===== config.mk =====
export PLATFORM = sky130hd
export DESIGN_NAME = sched_top
export DESIGN_NICKNAME = d
export VERILOG_FILES = /design/src/rtl/sched_pkg.sv /design/src/rtl/dispatch_stage.sv /design/src/rtl/operand_stage.sv /design/src/rtl/rename_table.sv /design/src/rtl/reorder_window.sv /design/src/rtl/sched_top.sv
export SDC_FILE = /design/constraint.sdc
export NUM_CORES = 2
export LEC_CHECK = 0
export ABC_AREA = 0
export BUFFER_PORTS_ARGS = -buffer_cell sky130_fd_sc_hd__buf_2
export CAP_MARGIN = 10
export CORE_ASPECT_RATIO = 1.1
export CORE_MARGIN = 3
export CORE_UTILIZATION = 50
export CTS_BUF_LIST = sky130_fd_sc_hd__clkbuf_8
export CTS_CLUSTER_DIAMETER = 150
export CTS_CLUSTER_SIZE = 8
export DETAILED_ROUTE_END_ITERATION = 8
export PLACE_DENSITY_LB_ADDON = 0.1
export SYNTH_ARGS = -nofsm -noshare
export SYNTH_HDL_FRONTEND = slang
export SYNTH_SLANG_ARGS = --single-unit

===== constraint.sdc =====
create_clock -name clk_in -period 15.01 [get_ports clk_in]
set_input_delay 2.2515 -clock clk_in [delete_from_list [all_inputs] [get_ports clk_in]]
set_output_delay 2.2515 -clock clk_in [all_outputs]
set_load 0.05 [all_outputs]

===== src/rtl/sched_pkg.sv =====
`default_nettype none

package sched_pkg;

    localparam int WINDOW_SIZE = 8;
    localparam int TAG_BITS    = 3;
    localparam int NUM_REGS    = 32;

    typedef logic [31:0]         word_t;
    typedef logic [4:0]          reg_idx_t;
    typedef logic [TAG_BITS-1:0] tag_t;   // window slot number

    typedef enum logic [1:0] {
        st_empty,
        st_waiting,
        st_executing,
        st_done
    } entry_state_t;

    typedef struct packed {
        word_t      pc;
        word_t      pred_pc;
        logic [6:0] opcode;
        logic [2:0] funct3;
        logic [6:0] funct7;
        word_t      imm;
        logic [5:0] shamt;
        reg_idx_t   rs1;
        reg_idx_t   rs2;
        reg_idx_t   rd;
    } issue_req_t;

    typedef struct packed {
        tag_t       tag;
        logic [6:0] opcode;
        logic [2:0] funct3;
        logic [6:0] funct7;
        word_t      imm;
        logic [5:0] shamt;
        word_t      rs1_val;
        word_t      rs2_val;
        reg_idx_t   rd;
        word_t      pc;
    } exec_req_t;

    typedef struct packed {
        tag_t  tag;
        word_t result;
        word_t next_pc;   // resolved next pc that commit compares with pred_pc
    } exec_resp_t;

    typedef struct packed {
        reg_idx_t rd;
        word_t    value;
    } commit_t;

endpackage

`default_nettype wire


===== src/rtl/dispatch_stage.sv =====
`timescale 1ns/1ns
`default_nettype none

module dispatch_stage import sched_pkg::*; (
    input  logic                   clk_in,
    input  logic                   rst_in,
    input  logic                   flush,
    input  logic [WINDOW_SIZE-1:0] ready_vec,
    input  exec_req_t              entry_req [WINDOW_SIZE],
    input  logic                   exec_done,
    output logic                   take,
    output tag_t                   take_tag,
    output logic                   done_valid,
    output logic                   exec_valid,
    output exec_req_t              exec_req
);

    // heap-ordered tree with node 1 as the root and leaves at WINDOW_SIZE + slot
    logic [2*WINDOW_SIZE-1:1] node_v;
    tag_t                     node_id [1:2*WINDOW_SIZE-1];

    genvar n;
    generate
        for (n = WINDOW_SIZE; n < 2*WINDOW_SIZE; n++) begin : g_leaf
            assign node_v[n]  = ready_vec[n-WINDOW_SIZE];
            assign node_id[n] = tag_t'(n - WINDOW_SIZE);
        end
        for (n = 1; n < WINDOW_SIZE; n++) begin : g_node
            assign node_v[n]  = node_v[2*n] || node_v[2*n+1];
            assign node_id[n] = node_v[2*n] ? node_id[2*n] : node_id[2*n+1]; // left wins
        end
    endgenerate

    assign done_valid = exec_valid && exec_done;
    assign take       = node_v[1] && (!exec_valid || exec_done);  // port idle or finishing
    assign take_tag   = node_id[1];

    always_ff @(posedge clk_in) begin
        if (rst_in || flush) begin
            exec_valid <= 1'b0;
        end else if (take) begin
            exec_valid <= 1'b1;
        end else if (done_valid) begin
            exec_valid <= 1'b0;
        end
    end

    always_ff @(posedge clk_in) begin
        if (take) begin
            exec_req <= entry_req[take_tag];
        end
    end

endmodule

`default_nettype wire


===== src/rtl/operand_stage.sv =====
`timescale 1ns/1ns
`default_nettype none

module operand_stage import sched_pkg::*; (
    input  issue_req_t issue_req,
    input  word_t      rf_rs1_val,
    input  word_t      rf_rs2_val,
    input  logic       rs1_busy,
    input  logic       rs2_busy,
    input  tag_t       rs1_tag,
    input  tag_t       rs2_tag,
    input  logic       done_valid,
    input  exec_resp_t done_resp,
    input  logic       prod1_done,
    input  logic       prod2_done,
    input  word_t      prod1_val,
    input  word_t      prod2_val,
    output word_t      op1_val,
    output word_t      op2_val,
    output logic       op1_ready,
    output logic       op2_ready
);

    typedef struct packed {
        logic  ready;
        word_t value;
    } operand_t;

    operand_t src1;
    operand_t src2;

    function automatic operand_t resolve(input reg_idx_t idx, input logic busy,
                                         input tag_t tag, input logic bypass_en,
                                         input exec_resp_t bypass, input logic prod_done,
                                         input word_t prod_val, input word_t rf_val);
        operand_t op;
        op.ready = 1'b1;
        op.value = rf_val;                  // unrenamed register reads the register file
        if (idx == '0) begin
            op.value = '0;
        end else if (busy && bypass_en && (bypass.tag == tag)) begin
            op.value = bypass.result;       // producer completes this cycle
        end else if (busy && prod_done) begin
            op.value = prod_val;
        end else if (busy) begin
            op.ready = 1'b0;                // wait for the broadcast of tag
            op.value = '0;
        end
        return op;
    endfunction

    always_comb begin
        src1 = resolve(issue_req.rs1, rs1_busy, rs1_tag, done_valid, done_resp,
                       prod1_done, prod1_val, rf_rs1_val);
        src2 = resolve(issue_req.rs2, rs2_busy, rs2_tag, done_valid, done_resp,
                       prod2_done, prod2_val, rf_rs2_val);
    end

    assign op1_val   = src1.value;
    assign op1_ready = src1.ready;
    assign op2_val   = src2.value;
    assign op2_ready = src2.ready;

endmodule

`default_nettype wire


===== src/rtl/rename_table.sv =====
`timescale 1ns/1ns
`default_nettype none

module rename_table import sched_pkg::*; (
    input  logic     clk_in,
    input  logic     rst_in,
    input  logic     flush,
    input  reg_idx_t lookup_rs1,
    input  reg_idx_t lookup_rs2,
    output logic     rs1_busy,
    output logic     rs2_busy,
    output tag_t     rs1_tag,
    output tag_t     rs2_tag,
    input  logic     alloc_en,
    input  reg_idx_t alloc_rd,
    input  tag_t     alloc_tag,
    input  logic     release_en,
    input  reg_idx_t release_rd,
    input  tag_t     release_tag
);

    logic [NUM_REGS-1:0] busy;          // bit 0 stays clear because x0 is never renamed
    tag_t                producer [NUM_REGS];
    logic                alloc_hit;
    logic                release_hit;

    assign rs1_busy = busy[lookup_rs1];
    assign rs2_busy = busy[lookup_rs2];
    assign rs1_tag  = producer[lookup_rs1];
    assign rs2_tag  = producer[lookup_rs2];

    assign alloc_hit = alloc_en && (alloc_rd != '0);

    // a younger writer of the same register keeps it busy
    assign release_hit = release_en && busy[release_rd]
                         && (producer[release_rd] == release_tag)
                         && !(alloc_hit && (alloc_rd == release_rd));

    always_ff @(posedge clk_in) begin
        if (rst_in || flush) begin
            busy <= '0;
        end else begin
            if (release_hit) begin
                busy[release_rd] <= 1'b0;
            end
            if (alloc_hit) begin
                busy[alloc_rd] <= 1'b1;
            end
        end
    end

    always_ff @(posedge clk_in) begin
        if (alloc_hit) begin
            producer[alloc_rd] <= alloc_tag;
        end
    end

endmodule

`default_nettype wire


===== src/rtl/reorder_window.sv =====
`timescale 1ns/1ns
`default_nettype none

module reorder_window import sched_pkg::*; (
    input  logic                   clk_in,
    input  logic                   rst_in,
    input  logic                   issue_valid,
    input  issue_req_t             issue_req,
    output logic                   issue_ready,
    output logic                   alloc_en,
    output tag_t                   alloc_tag,
    input  word_t                  op1_val,
    input  word_t                  op2_val,
    input  logic                   op1_ready,
    input  logic                   op2_ready,
    input  tag_t                   rs1_tag,
    input  tag_t                   rs2_tag,
    output logic                   prod1_done,
    output logic                   prod2_done,
    output word_t                  prod1_val,
    output word_t                  prod2_val,
    input  logic                   done_valid,
    input  exec_resp_t             done_resp,
    input  logic                   take,
    input  tag_t                   take_tag,
    output logic [WINDOW_SIZE-1:0] ready_vec,
    output exec_req_t              entry_req [WINDOW_SIZE],
    output logic                   rf_we,
    output commit_t                rf_commit,
    output logic                   flush,
    output word_t                  redirect_pc,
    output logic                   release_en,
    output reg_idx_t               release_rd,
    output tag_t                   release_tag
);

    entry_state_t           state    [WINDOW_SIZE];
    word_t                  pred_pc  [WINDOW_SIZE];
    word_t                  next_pc  [WINDOW_SIZE];
    word_t                  result   [WINDOW_SIZE];
    tag_t                   src1_tag [WINDOW_SIZE];
    tag_t                   src2_tag [WINDOW_SIZE];
    logic [WINDOW_SIZE-1:0] src1_rdy;
    logic [WINDOW_SIZE-1:0] src2_rdy;
    tag_t                   head;
    tag_t                   tail;
    logic [TAG_BITS:0]      count;      // 0 .. WINDOW_SIZE
    logic                   head_done;

    assign issue_ready = (count < WINDOW_SIZE);
    assign alloc_en    = issue_valid && issue_ready;
    assign alloc_tag   = tail;

    assign prod1_done = (state[rs1_tag] == st_done);
    assign prod2_done = (state[rs2_tag] == st_done);
    assign prod1_val  = result[rs1_tag];
    assign prod2_val  = result[rs2_tag];

    always_comb begin
        for (int i = 0; i < WINDOW_SIZE; i++) begin
            ready_vec[i] = (state[i] == st_waiting) && src1_rdy[i] && src2_rdy[i];
        end
    end

    assign head_done       = (count != '0) && (state[head] == st_done);
    assign rf_we           = head_done;
    assign rf_commit.rd    = entry_req[head].rd;
    assign rf_commit.value = result[head];
    assign flush           = head_done && (next_pc[head] != pred_pc[head]);
    assign redirect_pc     = next_pc[head];
    assign release_en      = head_done;
    assign release_rd      = entry_req[head].rd;
    assign release_tag     = head;

    always_ff @(posedge clk_in) begin
        if (rst_in || flush) begin
            for (int i = 0; i < WINDOW_SIZE; i++) begin
                state[i] <= st_empty;
            end
            head  <= '0;
            tail  <= '0;
            count <= '0;
        end else begin
            if (head_done) begin
                state[head] <= st_empty;
                head        <= head + 1'b1;
            end
            if (alloc_en) begin
                state[tail] <= st_waiting;
                tail        <= tail + 1'b1;
            end
            if (take) begin
                state[take_tag] <= st_executing;
            end
            if (done_valid) begin
                state[done_resp.tag] <= st_done;
            end
            count <= count + (TAG_BITS+1)'(alloc_en) - (TAG_BITS+1)'(head_done);
        end
    end

    always_ff @(posedge clk_in) begin
        if (done_valid) begin
            result[done_resp.tag]  <= done_resp.result;
            next_pc[done_resp.tag] <= done_resp.next_pc;
            for (int i = 0; i < WINDOW_SIZE; i++) begin  // wakeup broadcast
                if (state[i] == st_waiting && !src1_rdy[i] && src1_tag[i] == done_resp.tag) begin
                    src1_rdy[i]          <= 1'b1;
                    entry_req[i].rs1_val <= done_resp.result;
                end
                if (state[i] == st_waiting && !src2_rdy[i] && src2_tag[i] == done_resp.tag) begin
                    src2_rdy[i]          <= 1'b1;
                    entry_req[i].rs2_val <= done_resp.result;
                end
            end
        end
        if (alloc_en) begin
            entry_req[tail] <= '{tag: tail, opcode: issue_req.opcode,
                                 funct3: issue_req.funct3, funct7: issue_req.funct7,
                                 imm: issue_req.imm, shamt: issue_req.shamt,
                                 rs1_val: op1_val, rs2_val: op2_val,
                                 rd: issue_req.rd, pc: issue_req.pc};
            pred_pc[tail]  <= issue_req.pred_pc;
            src1_tag[tail] <= rs1_tag;
            src2_tag[tail] <= rs2_tag;
            src1_rdy[tail] <= op1_ready;
            src2_rdy[tail] <= op2_ready;
        end
    end

endmodule

`default_nettype wire


===== src/rtl/sched_top.sv =====
`timescale 1ns/1ns
`default_nettype none

module sched_top import sched_pkg::*; (
    input  logic       clk_in,
    input  logic       rst_in,
    input  logic       issue_valid,
    input  issue_req_t issue_req,
    output logic       issue_ready,
    output reg_idx_t   rf_rs1_idx,
    output reg_idx_t   rf_rs2_idx,
    input  word_t      rf_rs1_val,
    input  word_t      rf_rs2_val,
    output logic       exec_valid,
    output exec_req_t  exec_req,
    input  logic       exec_done,
    input  exec_resp_t exec_resp,
    output logic       rf_we,
    output commit_t    rf_commit,
    output logic       flush,
    output word_t      redirect_pc
);

    logic                   rs1_busy;
    logic                   rs2_busy;
    tag_t                   rs1_tag;
    tag_t                   rs2_tag;
    logic                   alloc_en;
    tag_t                   alloc_tag;
    logic                   release_en;
    reg_idx_t               release_rd;
    tag_t                   release_tag;
    logic                   done_valid;
    logic                   prod1_done;
    logic                   prod2_done;
    word_t                  prod1_val;
    word_t                  prod2_val;
    word_t                  op1_val;
    word_t                  op2_val;
    logic                   op1_ready;
    logic                   op2_ready;
    logic                   take;
    tag_t                   take_tag;
    logic [WINDOW_SIZE-1:0] ready_vec;
    exec_req_t              entry_req [WINDOW_SIZE];

    assign rf_rs1_idx = issue_req.rs1;
    assign rf_rs2_idx = issue_req.rs2;

    rename_table rename_i (
        .lookup_rs1 (issue_req.rs1),
        .lookup_rs2 (issue_req.rs2),
        .alloc_rd   (issue_req.rd),
        .*
    );

    operand_stage operand_i (
        .done_resp (exec_resp),
        .*
    );

    reorder_window window_i (
        .done_resp (exec_resp),
        .*
    );

    dispatch_stage dispatch_i (.*);

endmodule

`default_nettype wire


* Yosys cells after proc, flatten, opt, wreduce, memory -nomap -nowiden
Memory sizes are Yosys's and may differ from the RTL's. A register that Yosys moved wholly into a read port is not among the register bits.
Index checks and enable logic that the tools add are counted.
** Storage, ports and cells
- RAM bits :: 928
- Memories kept :: 7
- Bits of input ports :: 269
- Bits in latches :: 0
- Register bits after elaboration :: 1490
- Output and inout bits :: 242
- Bits in read-only memories :: 0
- Word-level logic and storage cells :: 395
** Cells by class
- Equality and inequality tests :: 32
- Shifts and indexed selects :: 0
- Muxes and demuxes :: 132
- Add/subtract/negate cells :: 4
- Bitwise logic cells :: 6
- $mul :: 0
- Order comparisons :: 13
- Reductions and logical operators :: 104
- Divide/modulo/power cells :: 0
** Memories
- window_i.next_pc :: words 8, width 32, read ports 1, clocked after Yosys merged registers in 1, write ports 1, RTL line reorder_window.sv:39 : word_t next_pc [WINDOW_SIZE];
- window_i.pred_pc :: words 8, width 32, read ports 1, clocked after Yosys merged registers in 1, write ports 1, RTL line reorder_window.sv:38 : word_t pred_pc [WINDOW_SIZE];
- window_i.result :: words 8, width 32, read ports 3, clocked after Yosys merged registers in 1, write ports 1, RTL line reorder_window.sv:40 : word_t result [WINDOW_SIZE];
- rename_i.producer :: words 32, width 3, read ports 3, clocked after Yosys merged registers in 0, write ports 1, RTL line rename_table.sv:23 : tag_t producer [NUM_REGS];
- window_i.src1_tag :: words 8, width 3, read ports 8, clocked after Yosys merged registers in 0, write ports 1, RTL line reorder_window.sv:41 : tag_t src1_tag [WINDOW_SIZE];
- window_i.src2_tag :: words 8, width 3, read ports 8, clocked after Yosys merged registers in 0, write ports 1, RTL line reorder_window.sv:42 : tag_t src2_tag [WINDOW_SIZE];
- +1 memories
** Operators with widths (count)
- $bwmux 1272 :: 1
- $mux 1214 :: 1
- $bmux 159 s3 :: 2
- $mux 32 :: 25
- $mux 64 :: 8
- $demux 159 s3 :: 1
- $mux 159 :: 3
- $mux 37 :: 2
- $logic_and 1x1->1 :: 68
- $mux 33 :: 2
- $eq 3x3->1 :: 19
- $mux 1 :: 56
- $mux 3 :: 13
- $and 32x32->32 :: 1
- $mux 8 :: 4
- $ne 32x32->1 :: 1
- $not 32->32 :: 1
- $or 32x32->32 :: 1
- $lt 5x6->1 const B :: 4
- $logic_not 1->1 :: 18
- $bwmux 8 :: 2
- $eq 2x1->1 const B :: 8
- $bmux 1 s5 :: 3
- $ge 4x4->1 const B :: 3
- 20 further kinds :: 44

* Logic depth before layout (Yosys ltp)
- Word-level depth :: 14
- Gate-level depth with buffers :: 17

* Hierarchy
Synthesis repeated with hierarchy kept, for this count alone.
** Second synthesis, totals
- Cell total of the unflattened synthesis :: 8754
- Area, all modules :: 109839.1 µm²
** By module, submodules not included
- reorder_window :: instances 1, cells an instance 5228, sequential area each 58476.1 µm², area each 82586.7 µm²
- dispatch_stage :: instances 1, cells an instance 2563, sequential area each 4794.6 µm², area each 16837.4 µm²
- rename_table :: instances 1, cells an instance 563, sequential area each 3523.4 µm², area each 7708.6 µm²
- operand_stage :: instances 1, cells an instance 390, sequential area each 0.0 µm², area each 2631.3 µm²
- sched_top :: instances 1, cells an instance 10, sequential area each 0.0 µm², area each 75.1 µm²

* Worst setup path after synthesis
No wires, ideal clock.
- Path type :: input to register
- Start point :: input port exec_resp[65] (netlist bit)
- End point :: memory window_i.next_pc[0][0] (netlist bit) (enable)
- Library setup time :: 0.650 ns
- Slack :: 5.377 ns
- Stages on the path :: 3
- Arrival time :: 8.982 ns
- Cells stage by stage :: clkbuf_1 -> clkbuf_1 -> nor4_1
** RTL lines
- start: declaration :: RTL line sched_top.sv:17 : input exec_resp_t exec_resp,
- end: declaration :: RTL line reorder_window.sv:39
Straight into the memory's write port.

==> out/qor.yml <==
hold_buffers: 0
leakagePower_nw: 46.33
drtPass1Iterations: 6
worstRegToRegCells: 12
max_freq_ghz: 0.1144
final_hold_viol_count: 0
fp.dieArea_um2: 227900
dpl_cell_area_um2: 115800
r2r-end: "rename_i.busy[12]"
synth_compound_area_share_pct: 8.601
die_w_um: 455.4
min_path_type: "register to register"
viasPerCell: 6.326
cp_max_fo: 45
core_region_area_um2: 219800
wl_per_cell_um: 29.94
htreeDepth: 5
clockBufferDepth: 4
status: "completed"
setup_viol: 0
rrSetupSlack_ns: 8.79
grt_pass1_vias: 78610
ant_nets: 0
async_flop_share_pct: 0
utilization_pct: 55.19
min_period_over_period_pct: 58.26
rsz0062_at_grt: "no"
synthesis.area_um2: 111100
cts_tree: "yes"
gp_congestion: 0.9137
drc: 0
initial_utilization_pct: 50.54
placed_cells: 12240
wl_mm: 382.5
synth-simple-area-share_pct: 13.61
die_y_um: 500.4
clkSlewWorstSetupHoldPaths_ns: 0.07
synth_commonest_cells: "edfxtp_1 (1831), nand2_1 (1679), nor2_1 (1118)"
required_ns: 12.76
clk-insertion-delay-late_ns: 1.11
multi_input_area_um2: 41190
cts-buffers-inserted: 352
dp_hpwl_mm: 220.9
synth-adder-area-share_pct: 0.09685
finalSetupTns_ns: 0
yosys-mux-area-fraction_pct: 13.69
syn_avg_cell_area_um2: 11.80
synth_top_area_share_pct: 49.49
syn_inst: 9415
ys_seq_elements: 2421
antenna_found_initial: 68
tightest_slew_ns: 1.435
clkSinkCount: 2421
vdd_ir_drop_max_v: 0.0001178
ys_types: 78
synthXorXnorAreaFrac_pct: 0.8672
cap_violations: 0
final_area_um2: 121300
synth.top_cells.by_area: "edfxtp_1 (49%), dfxtp_1 (11%), nand2_1 (5.7%)"
fin_nets: 9962
seq_area_frac_synth_pct: 60.12
vias: 80810
ioPinCount: 511
grt_overflow: 0
cts_root_buf: "clkbuf_8"
final_layout_size_suffix_gt1_share_pct: 20.99
cp.arrival_ns: 6.49
grt_max_degree: 190
grt_pass1_wl_mm: 550.0
rows: 180
area_growth_pct: 9.191
start_kind: "register"
final_cells: 12770
crit_end: "flush"
yosys_warnings: 0
ys.flop_type: "edfxtp_1"
powerDensity_nw_per_um2: 148.6
port_buffers: 510
yosysMostFrequentCell: "edfxtp_1"
drt_iter0_markers: 9432
synth_area_leader_cell: "edfxtp_1"
fillers: 18770
cp-end-kind: "output pin"
period_minus_slack_ns: 8.744
synth_top_family_by_area: "multiplexers"
crit_type: "register to output pin"
grtUsageTotal_pct: 32.77
ctsResizeCount: 0
finalMaxSlewViolations: 0
seqCellArea_um2: 66810
skew_ns: 0.07993
synth_edf_count: 1831
post_cts_buffers: 0
slew_headroom_pct: 4.357
-- state kept, by name, summed over array words and instances, names as in the netlist, named ones only --
name / flops
window_i.alloc_tag: 3
rename_i.busy: 32
window_i.release_tag: 3
dispatch_i.exec_req: 159
window_i.src2_rdy: 8
window_i.entry_req: 1272
window_i.src1_tag: 24
window_i.src2_tag: 24
window_i.count: 4
window_i.pred_pc: 256
window_i.state: 16
dispatch_i.exec_valid: 1
window_i.next_pc: 256
rename_i.producer: 96
window_i.src1_rdy: 8
window_i.result: 256
-- how the worst min path moves through the flow --
stage	startpoint	endpoint	slack, ns	cells after the start
floorplan	rename_i.busy[0]	rename_i.busy[0]	0.45	2
global placement	window_i.state[2][1]	window_i.state[2][1]	0.47	2
detailed placement	window_i.state[2][1]	window_i.state[2][1]	0.47	2
CTS	window_i.state[2][1]	window_i.state[2][1]	0.48	2
global route	rename_i.busy[0]	rename_i.busy[0]	0.49	2
finish	window_i.state[2][1]	window_i.state[2][1]	0.49	2
-- per-stage QoR --
step                setup WS, ns  power, mW  hold slack (ns)
floorplan                  5.377      12.00           0.4469
global placement           7.122      13.40           0.4674
detailed placement         7.125      13.51           0.4743
CTS                        5.973      18.09           0.4820
global route               5.860      18.86           0.4941
finish                     6.266      18.03           0.4865
-- report_power, final --
group,leakage [nW],switching (mW),internal (mW)
combinational,21.5,3.36,1.51
sequential,21.5,0.356,8.18
clock,3.30,2.47,2.15
total,46.3,6.19,11.8
-- logic make-up after synthesis --
family                     count (synthesis)
and+or+nand+nor                         3686
DFF                                     2421
AOI/OAI and AO/OA                       1224
muxes                                   1160
buffers and inverters                    805
xor gates and xnor gates                 110
adders and majority gates                  8
other                                      1
-- critical path, cell delays in order, from the launching register on --
cell and delay (ns):
dfxtp_4 1.04, buf_4 0.74, buf_4 0.64, mux4_2 0.58
nand2_1 0.08, nand2_1 0.09, xnor2_1 0.14, a211o_1 0.27
nor4_1 0.75, nand4_1 0.41, and2_1 0.34, buf_2 0.23
-- area by class of cell --
cell class | instances | area share, %
clock buffers | 355 | 4.028
diodes | 30 | 0.06188
flip-flops and latches | 2421 | 55.07
well taps | 2912 | 3.003
clock inverters | 145 | 0.4848
multi-input cells | 6191 | 33.96
inverters | 43 | 0.1918
repair buffers | 676 | 3.204
-- placed cells by master, fill, tap and decap left out, types with 303 or more instances in the layout --
cell | Yosys | routed
buf_2 | 115 | 510
clkbuf_8 | 0 | 355
dfxtp_1 | 590 | 587
edfxtp_1 | 1831 | 1831
mux2_2 | 333 | 332
mux2i_1 | 571 | 570
nand2_1 | 1679 | 1674
nand3_1 | 747 | 736
nor2_1 | 1118 | 1116
o21ai_0 | 347 | 346
o221a_2 | 303 | 303
-- metal layers --
| layer | routed length, µm | track usage [%] | share of wire [%] |
|---|---|---|---|
| met5 | 364 | 0 | 0.095 |
| met1 | 148100 | 42.43 | 39 |
| met2 | 172400 | 50.54 | 45 |
| met3 | 40390 | 9.185 | 11 |
| met4 | 21150 | 16.91 | 5.5 |
(Power assumes the default switching activity.)
